<file path="src/synth_i2c_pkg.sv">
// Shared types and register map for the voice I2C slave covering addresses 0x00 to 0x12 only
package synth_i2c_pkg;

    typedef logic [6:0] dev_addr_t;  // 7 bit device address only
    typedef logic [7:0] reg_addr_t;
    typedef logic [7:0] reg_data_t;

    // ========================================
    // Protocol states
    // ========================================
    typedef enum logic [3:0] {
        st_idle,
        st_addr,
        st_addr_ack,
        st_reg_addr,
        st_reg_ack,
        st_write_data,
        st_write_ack,
        st_read_data,
        st_read_ack
    } i2c_state_e;

    // One byte write from the engine to the bank
    typedef struct packed {
        logic      strobe;
        reg_addr_t addr;
        reg_data_t data;
    } reg_wr_t;

    // ========================================
    // Register groups
    // ========================================
    typedef struct packed {
        reg_data_t control;
        reg_data_t waveform;
        reg_data_t freq_low;   // 24 bit frequency, little endian
        reg_data_t freq_mid;
        reg_data_t freq_high;
        reg_data_t duty;
        reg_data_t phase_offset;
    } osc_regs_t;

    typedef struct packed {
        reg_data_t attack;
        reg_data_t decay;
        reg_data_t sustain;
        reg_data_t release_rate;
        reg_data_t amplitude;
    } env_regs_t;

    typedef struct packed {
        reg_data_t svf1_cutoff;
        reg_data_t svf1_resonance;
        reg_data_t svf2_cutoff;
        reg_data_t svf2_resonance;
        reg_data_t filter_mode;
        reg_data_t filter_enable;
    } filter_regs_t;

    // Status byte bits 4, 3:1 and 0
    typedef struct packed {
        logic       osc_running;
        logic [2:0] adsr_state;
        logic       gate_active;
    } voice_status_t;

    // ========================================
    // Register addresses
    // ========================================
    localparam reg_addr_t reg_control_addr        = 8'h00;
    localparam reg_addr_t reg_waveform_addr       = 8'h01;
    localparam reg_addr_t reg_freq_low_addr       = 8'h02;
    localparam reg_addr_t reg_freq_mid_addr       = 8'h03;
    localparam reg_addr_t reg_freq_high_addr      = 8'h04;
    localparam reg_addr_t reg_duty_addr           = 8'h05;
    localparam reg_addr_t reg_phase_offset_addr   = 8'h06;
    localparam reg_addr_t reg_attack_addr         = 8'h07;
    localparam reg_addr_t reg_decay_addr          = 8'h08;
    localparam reg_addr_t reg_sustain_addr        = 8'h09;
    localparam reg_addr_t reg_release_addr        = 8'h0A;
    localparam reg_addr_t reg_amplitude_addr      = 8'h0B;
    localparam reg_addr_t reg_svf1_cutoff_addr    = 8'h0C;
    localparam reg_addr_t reg_svf1_resonance_addr = 8'h0D;
    localparam reg_addr_t reg_svf2_cutoff_addr    = 8'h0E;
    localparam reg_addr_t reg_svf2_resonance_addr = 8'h0F;
    localparam reg_addr_t reg_filter_mode_addr    = 8'h10;
    localparam reg_addr_t reg_filter_enable_addr  = 8'h11;
    localparam reg_addr_t reg_status_addr         = 8'h12;  // Read only
    localparam reg_addr_t reg_last_addr           = 8'h12;
    localparam reg_data_t unmapped_value          = 8'hFF;

    // Reset values
    localparam osc_regs_t osc_default = '{duty: 8'h80, default: 8'h00};  // 50% duty
    localparam env_regs_t env_default = '{attack: 8'h10, decay: 8'h20, sustain: 8'hC0,
                                          release_rate: 8'h30, amplitude: 8'hFF};
    localparam filter_regs_t filter_default = '{svf1_cutoff: 8'hFF, svf2_cutoff: 8'hFF,
                                                filter_enable: 8'h01, default: 8'h00};

endpackage

</file>
<file path="src/i2c_line_sync.sv">
// SCL and SDA must hold each level for several clk periods since edges are seen 2 to 3 clk late
`timescale 1ns/1ps

module i2c_line_sync (
    input  logic clk,
    input  logic rst_n,
    input  logic scl_in,
    input  logic sda_in,
    output logic scl,
    output logic sda,
    output logic scl_rise,
    output logic scl_fall,
    output logic start_det,
    output logic stop_det
);

    logic [2:0] scl_q;  // Bit 2 is the oldest stage
    logic [2:0] sda_q;

    always_ff @(posedge clk or negedge rst_n) begin
        if (!rst_n) begin
            scl_q <= 3'b111;  // Idle bus is high
            sda_q <= 3'b111;
        end else begin
            scl_q <= {scl_q[1:0], scl_in};
            sda_q <= {sda_q[1:0], sda_in};
        end
    end

    assign scl      = scl_q[2];
    assign sda      = sda_q[2];
    assign scl_rise = (scl_q[2:1] == 2'b01);
    assign scl_fall = (scl_q[2:1] == 2'b10);

    // SDA moving while SCL is high marks START or STOP
    assign start_det = scl_q[2] && (sda_q[2:1] == 2'b10);
    assign stop_det  = scl_q[2] && (sda_q[2:1] == 2'b01);

    a_start_stop_excl: assert property (@(posedge clk) disable iff (!rst_n)
        !(start_det && stop_det));

endmodule

</file>
<file path="src/i2c_slave_engine.sv">
// Bit level slave with 7 bit addressing and no clock stretching or general call
`timescale 1ns/1ps

module i2c_slave_engine #(
    parameter synth_i2c_pkg::dev_addr_t dev_addr = 7'h50
) (
    input  logic                     clk,
    input  logic                     rst_n,
    input  logic                     scl,
    input  logic                     sda,
    input  logic                     scl_rise,
    input  logic                     scl_fall,
    input  logic                     start_det,
    input  logic                     stop_det,
    input  synth_i2c_pkg::reg_data_t rd_data,
    output synth_i2c_pkg::reg_wr_t   wr,
    output synth_i2c_pkg::reg_addr_t rd_addr,
    output logic                     sda_out,
    output logic                     sda_oe
);

    synth_i2c_pkg::i2c_state_e state;
    logic [2:0]                bit_cnt;  // Wraps to 0 after the eighth bit
    synth_i2c_pkg::reg_data_t  shift_q;
    synth_i2c_pkg::reg_addr_t  reg_ptr;  // Survives STOP
    logic                      rw_bit;   // High for a read transfer

    // In the read ACK slot the next byte comes from the following address
    assign rd_addr = (state == synth_i2c_pkg::st_read_ack) ? reg_ptr + 8'd1 : reg_ptr;

    // ========================================
    // Protocol FSM
    // ========================================
    always_ff @(posedge clk or negedge rst_n) begin
        if (!rst_n) begin
            state   <= synth_i2c_pkg::st_idle;
            bit_cnt <= '0;
            shift_q <= '0;
            reg_ptr <= '0;
            rw_bit  <= 1'b0;
            sda_out <= 1'b1;
            sda_oe  <= 1'b0;
            wr      <= '0;
        end else begin
            wr.strobe <= 1'b0;
            if (start_det) begin  // Also covers repeated START
                state   <= synth_i2c_pkg::st_addr;
                bit_cnt <= '0;
                shift_q <= '0;
                sda_oe  <= 1'b0;
            end else if (stop_det) begin
                state   <= synth_i2c_pkg::st_idle;
                bit_cnt <= '0;
                sda_oe  <= 1'b0;
            end else if (scl_rise) begin
                case (state)
                    synth_i2c_pkg::st_addr: begin
                        shift_q <= {shift_q[6:0], sda};
                        bit_cnt <= bit_cnt + 3'd1;
                        if (bit_cnt == 3'd7) begin
                            if (shift_q[6:0] == dev_addr) begin
                                rw_bit <= sda;  // Eighth bit is R/W
                                state  <= synth_i2c_pkg::st_addr_ack;
                            end else begin
                                state <= synth_i2c_pkg::st_idle;  // Not us
                            end
                        end
                    end
                    synth_i2c_pkg::st_addr_ack: begin
                        bit_cnt <= '0;
                        if (rw_bit) begin
                            shift_q <= rd_data;  // First read byte at the pointer
                            state   <= synth_i2c_pkg::st_read_data;
                        end else begin
                            state <= synth_i2c_pkg::st_reg_addr;
                        end
                    end
                    synth_i2c_pkg::st_reg_addr: begin
                        shift_q <= {shift_q[6:0], sda};
                        bit_cnt <= bit_cnt + 3'd1;
                        if (bit_cnt == 3'd7) begin
                            reg_ptr <= {shift_q[6:0], sda};
                            state   <= synth_i2c_pkg::st_reg_ack;
                        end
                    end
                    synth_i2c_pkg::st_reg_ack, synth_i2c_pkg::st_write_ack: begin
                        state <= synth_i2c_pkg::st_write_data;
                    end
                    synth_i2c_pkg::st_write_data: begin
                        shift_q <= {shift_q[6:0], sda};
                        bit_cnt <= bit_cnt + 3'd1;
                        if (bit_cnt == 3'd7) begin
                            wr.strobe <= 1'b1;
                            wr.addr   <= reg_ptr;
                            wr.data   <= {shift_q[6:0], sda};
                            reg_ptr   <= reg_ptr + 8'd1;  // Auto increment
                            state     <= synth_i2c_pkg::st_write_ack;
                        end
                    end
                    synth_i2c_pkg::st_read_data: begin
                        bit_cnt <= bit_cnt + 3'd1;
                        if (bit_cnt == 3'd7) begin
                            state <= synth_i2c_pkg::st_read_ack;
                        end
                    end
                    synth_i2c_pkg::st_read_ack: begin
                        if (!sda) begin  // Master ACK so keep reading
                            reg_ptr <= rd_addr;
                            shift_q <= rd_data;
                            state   <= synth_i2c_pkg::st_read_data;
                        end else begin
                            state <= synth_i2c_pkg::st_idle;
                        end
                    end
                    default: state <= synth_i2c_pkg::st_idle;  // Idle waits for START
                endcase
            end else if (scl_fall) begin
                case (state)
                    synth_i2c_pkg::st_addr_ack,
                    synth_i2c_pkg::st_reg_ack,
                    synth_i2c_pkg::st_write_ack: begin
                        sda_out <= 1'b0;  // ACK
                        sda_oe  <= 1'b1;
                    end
                    synth_i2c_pkg::st_read_data: begin
                        sda_out <= shift_q[7];  // MSB first
                        sda_oe  <= ~shift_q[7];  // Ones are left to the pull-up
                        shift_q <= {shift_q[6:0], 1'b1};
                    end
                    default: begin
                        sda_out <= 1'b1;
                        sda_oe  <= 1'b0;
                    end
                endcase
            end
        end
    end

    // ========================================
    // Assertions
    // ========================================
    a_idle_released: assert property (@(posedge clk) disable iff (!rst_n)
        state == synth_i2c_pkg::st_idle |-> !sda_oe);

    a_strobe_from_write: assert property (@(posedge clk) disable iff (!rst_n)
        wr.strobe |-> $past(state) == synth_i2c_pkg::st_write_data);

    // The slave only moves SDA while SCL is low, except when a bus condition releases it
    a_sda_scl_low: assert property (@(posedge clk) disable iff (!rst_n)
        $changed(sda_oe) |-> !scl || $past(start_det || stop_det));

endmodule

</file>
<file path="src/synth_reg_bank.sv">
// Voice registers 0x00 to 0x11 are writable, 0x12 is live status and higher addresses read 0xFF
`timescale 1ns/1ps

module synth_reg_bank (
    input  logic                         clk,
    input  logic                         rst_n,
    input  synth_i2c_pkg::reg_wr_t       wr,
    input  synth_i2c_pkg::reg_addr_t     rd_addr,
    input  synth_i2c_pkg::voice_status_t status,
    output synth_i2c_pkg::reg_data_t     rd_data,
    output synth_i2c_pkg::osc_regs_t     osc,
    output synth_i2c_pkg::env_regs_t     env,
    output synth_i2c_pkg::filter_regs_t  filter
);

    // ========================================
    // Write decode
    // ========================================
    always_ff @(posedge clk or negedge rst_n) begin
        if (!rst_n) begin
            osc    <= synth_i2c_pkg::osc_default;
            env    <= synth_i2c_pkg::env_default;
            filter <= synth_i2c_pkg::filter_default;
        end else if (wr.strobe && (wr.addr < synth_i2c_pkg::reg_last_addr)) begin
            // Status and everything above it take no writes
            case (wr.addr)
                synth_i2c_pkg::reg_control_addr:        osc.control         <= wr.data;
                synth_i2c_pkg::reg_waveform_addr:       osc.waveform        <= wr.data;
                synth_i2c_pkg::reg_freq_low_addr:       osc.freq_low        <= wr.data;
                synth_i2c_pkg::reg_freq_mid_addr:       osc.freq_mid        <= wr.data;
                synth_i2c_pkg::reg_freq_high_addr:      osc.freq_high       <= wr.data;
                synth_i2c_pkg::reg_duty_addr:           osc.duty            <= wr.data;
                synth_i2c_pkg::reg_phase_offset_addr:   osc.phase_offset    <= wr.data;
                synth_i2c_pkg::reg_attack_addr:         env.attack          <= wr.data;
                synth_i2c_pkg::reg_decay_addr:          env.decay           <= wr.data;
                synth_i2c_pkg::reg_sustain_addr:        env.sustain         <= wr.data;
                synth_i2c_pkg::reg_release_addr:        env.release_rate    <= wr.data;
                synth_i2c_pkg::reg_amplitude_addr:      env.amplitude       <= wr.data;
                synth_i2c_pkg::reg_svf1_cutoff_addr:    filter.svf1_cutoff    <= wr.data;
                synth_i2c_pkg::reg_svf1_resonance_addr: filter.svf1_resonance <= wr.data;
                synth_i2c_pkg::reg_svf2_cutoff_addr:    filter.svf2_cutoff    <= wr.data;
                synth_i2c_pkg::reg_svf2_resonance_addr: filter.svf2_resonance <= wr.data;
                synth_i2c_pkg::reg_filter_mode_addr:    filter.filter_mode    <= wr.data;
                synth_i2c_pkg::reg_filter_enable_addr:  filter.filter_enable  <= wr.data;
                default: ;
            endcase
        end
    end

    // ========================================
    // Read mux
    // ========================================
    always_comb begin
        rd_data = synth_i2c_pkg::unmapped_value;  // Past the status byte
        case (rd_addr)
            synth_i2c_pkg::reg_control_addr:        rd_data = osc.control;
            synth_i2c_pkg::reg_waveform_addr:       rd_data = osc.waveform;
            synth_i2c_pkg::reg_freq_low_addr:       rd_data = osc.freq_low;
            synth_i2c_pkg::reg_freq_mid_addr:       rd_data = osc.freq_mid;
            synth_i2c_pkg::reg_freq_high_addr:      rd_data = osc.freq_high;
            synth_i2c_pkg::reg_duty_addr:           rd_data = osc.duty;
            synth_i2c_pkg::reg_phase_offset_addr:   rd_data = osc.phase_offset;
            synth_i2c_pkg::reg_attack_addr:         rd_data = env.attack;
            synth_i2c_pkg::reg_decay_addr:          rd_data = env.decay;
            synth_i2c_pkg::reg_sustain_addr:        rd_data = env.sustain;
            synth_i2c_pkg::reg_release_addr:        rd_data = env.release_rate;
            synth_i2c_pkg::reg_amplitude_addr:      rd_data = env.amplitude;
            synth_i2c_pkg::reg_svf1_cutoff_addr:    rd_data = filter.svf1_cutoff;
            synth_i2c_pkg::reg_svf1_resonance_addr: rd_data = filter.svf1_resonance;
            synth_i2c_pkg::reg_svf2_cutoff_addr:    rd_data = filter.svf2_cutoff;
            synth_i2c_pkg::reg_svf2_resonance_addr: rd_data = filter.svf2_resonance;
            synth_i2c_pkg::reg_filter_mode_addr:    rd_data = filter.filter_mode;
            synth_i2c_pkg::reg_filter_enable_addr:  rd_data = filter.filter_enable;
            synth_i2c_pkg::reg_status_addr:         rd_data = {3'b000, status};  // Live
            default: ;
        endcase
    end

    // Voice outputs only move on the edge that follows a write strobe
    a_hold_without_write: assert property (@(posedge clk) disable iff (!rst_n)
        !$past(wr.strobe) |-> $stable({osc, env, filter}));

endmodule

</file>
<file path="src/synth_i2c_top.sv">
// Voice I2C slave whose device address is fixed at elaboration by dev_addr and SDA is open drain
`timescale 1ns/1ps

module synth_i2c_top #(
    parameter synth_i2c_pkg::dev_addr_t dev_addr = 7'h50
) (
    input  logic                         clk,
    input  logic                         rst_n,
    input  logic                         scl_in,
    input  logic                         sda_in,
    input  synth_i2c_pkg::voice_status_t status,
    output logic                         sda_out,
    output logic                         sda_oe,   // High drives the pad
    output synth_i2c_pkg::osc_regs_t     osc,
    output synth_i2c_pkg::env_regs_t     env,
    output synth_i2c_pkg::filter_regs_t  filter
);

    logic                     scl;
    logic                     sda;
    logic                     scl_rise;
    logic                     scl_fall;
    logic                     start_det;
    logic                     stop_det;
    synth_i2c_pkg::reg_wr_t   wr;
    synth_i2c_pkg::reg_addr_t rd_addr;
    synth_i2c_pkg::reg_data_t rd_data;

    i2c_line_sync u_line_sync (
        .clk       (clk),
        .rst_n     (rst_n),
        .scl_in    (scl_in),
        .sda_in    (sda_in),
        .scl       (scl),
        .sda       (sda),
        .scl_rise  (scl_rise),
        .scl_fall  (scl_fall),
        .start_det (start_det),
        .stop_det  (stop_det)
    );

    i2c_slave_engine #(
        .dev_addr (dev_addr)
    ) u_engine (
        .clk       (clk),
        .rst_n     (rst_n),
        .scl       (scl),
        .sda       (sda),
        .scl_rise  (scl_rise),
        .scl_fall  (scl_fall),
        .start_det (start_det),
        .stop_det  (stop_det),
        .rd_data   (rd_data),
        .wr        (wr),
        .rd_addr   (rd_addr),
        .sda_out   (sda_out),
        .sda_oe    (sda_oe)
    );

    synth_reg_bank u_reg_bank (
        .clk     (clk),
        .rst_n   (rst_n),
        .wr      (wr),
        .rd_addr (rd_addr),
        .status  (status),
        .rd_data (rd_data),
        .osc     (osc),
        .env     (env),
        .filter  (filter)
    );

endmodule

</file>
<file path="config.mk">
export PLATFORM = sky130hd
export DESIGN_NAME = synth_i2c_top
export DESIGN_NICKNAME = d
export VERILOG_FILES = /design/src/synth_i2c_pkg.sv /design/src/i2c_line_sync.sv /design/src/i2c_slave_engine.sv /design/src/synth_reg_bank.sv /design/src/synth_i2c_top.sv
export SDC_FILE = /design/constraint.sdc
export NUM_CORES = 1
export LEC_CHECK = 0
export BUFFER_PORTS_ARGS = -buffer_cell sky130_fd_sc_hd__buf_2
export CAP_MARGIN = 20
export CORE_UTILIZATION = 45
export CTS_CLUSTER_SIZE = 30
export DETAILED_ROUTE_END_ITERATION = 10
export PLACE_DENSITY = 0.74
export SLEW_MARGIN = 40
export SYNTH_ARGS = -nofsm -noshare
export SYNTH_HDL_FRONTEND = slang
export SYNTH_HIERARCHICAL = 1
export SYNTH_SLANG_ARGS = --single-unit
</file>
<file path="constraint.sdc">
create_clock -name clk -period 4.3 [get_ports clk]
set_input_delay 0.645 -clock clk [delete_from_list [all_inputs] [get_ports clk]]
set_output_delay 0.645 -clock clk [all_outputs]
set_load 0.02 [all_outputs]
</file>
==> flow_summary.json <==
{
  "synth-edff-count": 0,
  "finalClockSkew_ps": 17.5,
  "fmax_mhz": 263,
  "maxSlewHeadroom_pct": 42.3,
  "cts.path.max_buffers": 2,
  "yosysWarnings": 6,
  "startpoint_type": "register",
  "io_pins": 155,
  "avgSynthCellArea_um2": 12.1,
  "grt_usage_pct": 26.7,
  "fin_setup_tns_ps": 0,
  "fin_crit_ps": 3800,
  "vias_per_cell": 6.14,
  "rsz0062_at_grt": "no",
  "critPathMaxFanout": 29,
  "drc": 0,
  "p_leak_nw": 5.72,
  "crit_type": "reg2reg",
  "dp_slack_ps": 572,
  "cts_sinks": 193,
  "postSynthNetCount": 842,
  "hold_class": "in2async",
  "firstDrtPassIters": 5,
  "ir_drop_mv": 0.328,
  "grt_pass1_wl_um": 44500,
  "vias": 7721,
  "setup_viol": 0,
  "synth.cell_area_um2": 10000,
  "grt_overflow_total": 0,
  "dpl.hpwl_um": 21200,
  "numPortBuffers": 154,
  "nNetsFinal": 978,
  "area_delta_synth_final_pct": 16.4,
  "die_w_um": 151,
  "clk_pin_slew_ps": 80,
  "tightest_slew_ps": 866,
  "diodes": 0,
  "maxCapViolations": 0,
  "cts_hold_buf": 0,
  "synth_flop_cell": "dfrtp_1",
  "power_density_nw_per_um2": 319,
  "critical_path_required_ps": 4590,
  "row_count": 54,
  "post_cts_resized": 0,
  "ys_ff_latch": 193,
  "grt_antenna_before_repair": 0,
  "cp.arrival_ps": 4090,
  "wire_per_inst_um": 23.8,
  "numCtsBuffers": 17,
  "insertion_delay_ps": 440,
  "cts_setup_buffers": 0,
  "drive_gt1_share_pct": 45.5,
  "yosysUniqueCellTypes": 82,
  "async_flop_share_pct": 100,
  "htreeDepth": 4,
  "totalWireLength_um": 30000,
  "hold_viol": 0,
  "end_kind": "register",
  "grt_max_degree": 93,
  "initial_core_util_pct": 45.8,
  "ant_nets": 0,
  "core_um2": 21800,
  "yosysSeqAreaShare_pct": 48.8,
  "setup_ws_ps": 500,
  "final_max_slew_viol_count": 0,
  "dieHeight_um": 151,
  "cts_tree": "yes",
  "drt_iter0_markers": 799,
  "synthCells": 829,
  "dieArea_um2": 22800,
  "clock-root-buffer": "clkbuf_16",
  "grt_pass1_vias": 7210,
  "period_share_pct": 88.4,
  "gp_congestion": 0.985,
  "status": "completed"
}
==> state kept, by name (all words and copies together) (netlist names) <==
register / count
u_reg_bank/filter: 48
u_engine/reg_ptr: 8
u_engine/state: 4
u_line_sync/scl_q: 3
u_reg_bank/env: 40
u_engine/bit_cnt: 3
u_line_sync/sda_q: 3
u_engine/shift_q: 8
u_engine/sda_out: 1
u_engine/rw_bit: 1
u_reg_bank/osc: 56
u_engine/sda_oe: 1
u_engine/wr: 17
==> cell usage after synthesis, types with 8 or more instances <==
cell type,instances,area share (%)
nand3_1,23,1.2
o21ai_0,26,1.3
mux2_1,21,2.4
buf_6,8,0.90
a31oi_1,9,0.56
nor2_1,29,1.1
a22oi_1,10,0.75
nor2b_1,10,0.63
a21oi_1,23,1.2
a22o_1,9,0.79
clkbuf_1,19,0.71
inv_1,12,0.45
nor3_1,8,0.40
nand4_1,10,0.63
nand3b_1,8,0.60
nand2_1,39,1.5
dfstp_2,39,10
mux2i_1,31,3.1
buf_2,28,1.4
mux2_2,147,17
o31ai_1,11,0.83
dfrtp_1,154,39
==> power breakdown <==
group / total (W) / leakage (nW) / internal [W] / switching, W
combinational: 0.000183 / 2.88 / 0.0000709 / 0.000112
sequential: 0.00191 / 2.54 / 0.00185 / 0.0000587
clock: 0.00163 / 0.297 / 0.000796 / 0.000831
total: 0.00372 / 5.72 / 0.00272 / 0.00100
==> through the flow <==
stage / total power [W] / hold WS (ps) / instance area [um^2] / instances / util [%]
CTS: 0.00374 / 287 / 11600 / 1256 / 53.2
global route: 0.00384 / 66.4 / 11600 / 1258 / 53.4
floorplan: 0.00204 / 345 / 10000 / 829 / -
detailed placement: 0.00212 / 347 / 11000 / 1224 / 50.4
finish: 0.00372 / 78.1 / 11600 / 1258 / 53.4
global placement: 0.00211 / 346 / 11000 / 1223 / 50.3
==> routing by layer <==
layer	up-vias	share of wire (%)	wire length, um	track usage (%)
met3	43	8.9	2680	5.78
met1	3880	44	13300	38.7
met5	-	0	0	0
li1	3367	-	-	-
met4	0	1.8	529	7.65
met2	431	45	13500	39.8
==> worst max-delay path, cell delays in order, from the launching register on <==
cell and delay, ps:
dfrtp_1 620, nor4b_4 550, ha_1 340, inv_2 430, mux4_2 590, a2111oi_0 610
o211ai_1 230, mux2i_1 190, a211oi_1 90
==> layout make-up <==
| cell class | instances | area [um^2] |
|---|---|---|
| Fill cell | 1864 | 10200 |
| Sequential cell | 193 | 4880 |
| Multi-Input combinational cell | 565 | 4780 |
| Timing Repair Buffer | 175 | 973 |
| Clock buffer | 17 | 425 |
| Tap cell | 280 | 350 |
| Clock inverter | 15 | 190 |
| Inverter | 13 | 48.8 |
==> kinds of logic (layout without fill, tap and decap cells) <==
family	after synthesis	after routing	synth area share (%)
AOI/OAI and AO/OA	145	145	10.5
DFF	193	193	48.8
adders and majority gates	4	4	0.500
xor gates and xnor gates	7	7	0.613
muxes	203	203	22.9
and+or+nand+nor	206	206	13.0
buffers and inverters	71	220	3.73
==> path summary, 6_finish.rpt <==
path	start	to	slack [ps]	depth (start not counted)
worst max register to register	u_engine/state[3]$_DFFE_PN0P_	u_engine/shift_q[5]$_DFFE_PN0P_	500	8
worst max-delay path	u_engine/state[3]$_DFFE_PN0P_	u_engine/shift_q[5]$_DFFE_PN0P_	500	8
worst min register to register	u_line_sync/scl_q[0]$_DFF_PN1_	u_line_sync/scl_q[1]$_DFF_PN1_	360	0
min in group clk	scl_in	u_line_sync/scl_q[0]$_DFF_PN1_	310	1
worst min-delay path	rst_n	u_reg_bank/osc[38]$_DFFE_PN0P_	80	1
max in group asynchronous	rst_n	u_reg_bank/filter[41]$_DFFE_PN1P_	3450	2
==> cells in the final DEF (no fill, tap or decap), types with 9 or more instances in the layout <==
cell type and n:
a31oi_1 9, dfstp_2 39, a21oi_1 23, nor2_1 28
nand2_1 39, dfrtp_1 153, clkbuf_16 17, mux2i_1 31
mux2_1 21, nand3_1 23, buf_4 18, o31ai_1 11
buf_2 153, mux2_2 147, nor2b_1 10, a22oi_1 10
inv_1 11, o21ai_0 26, a22o_1 9, nand4_1 10
No activity file was read; power rests on OpenSTA's default activity.
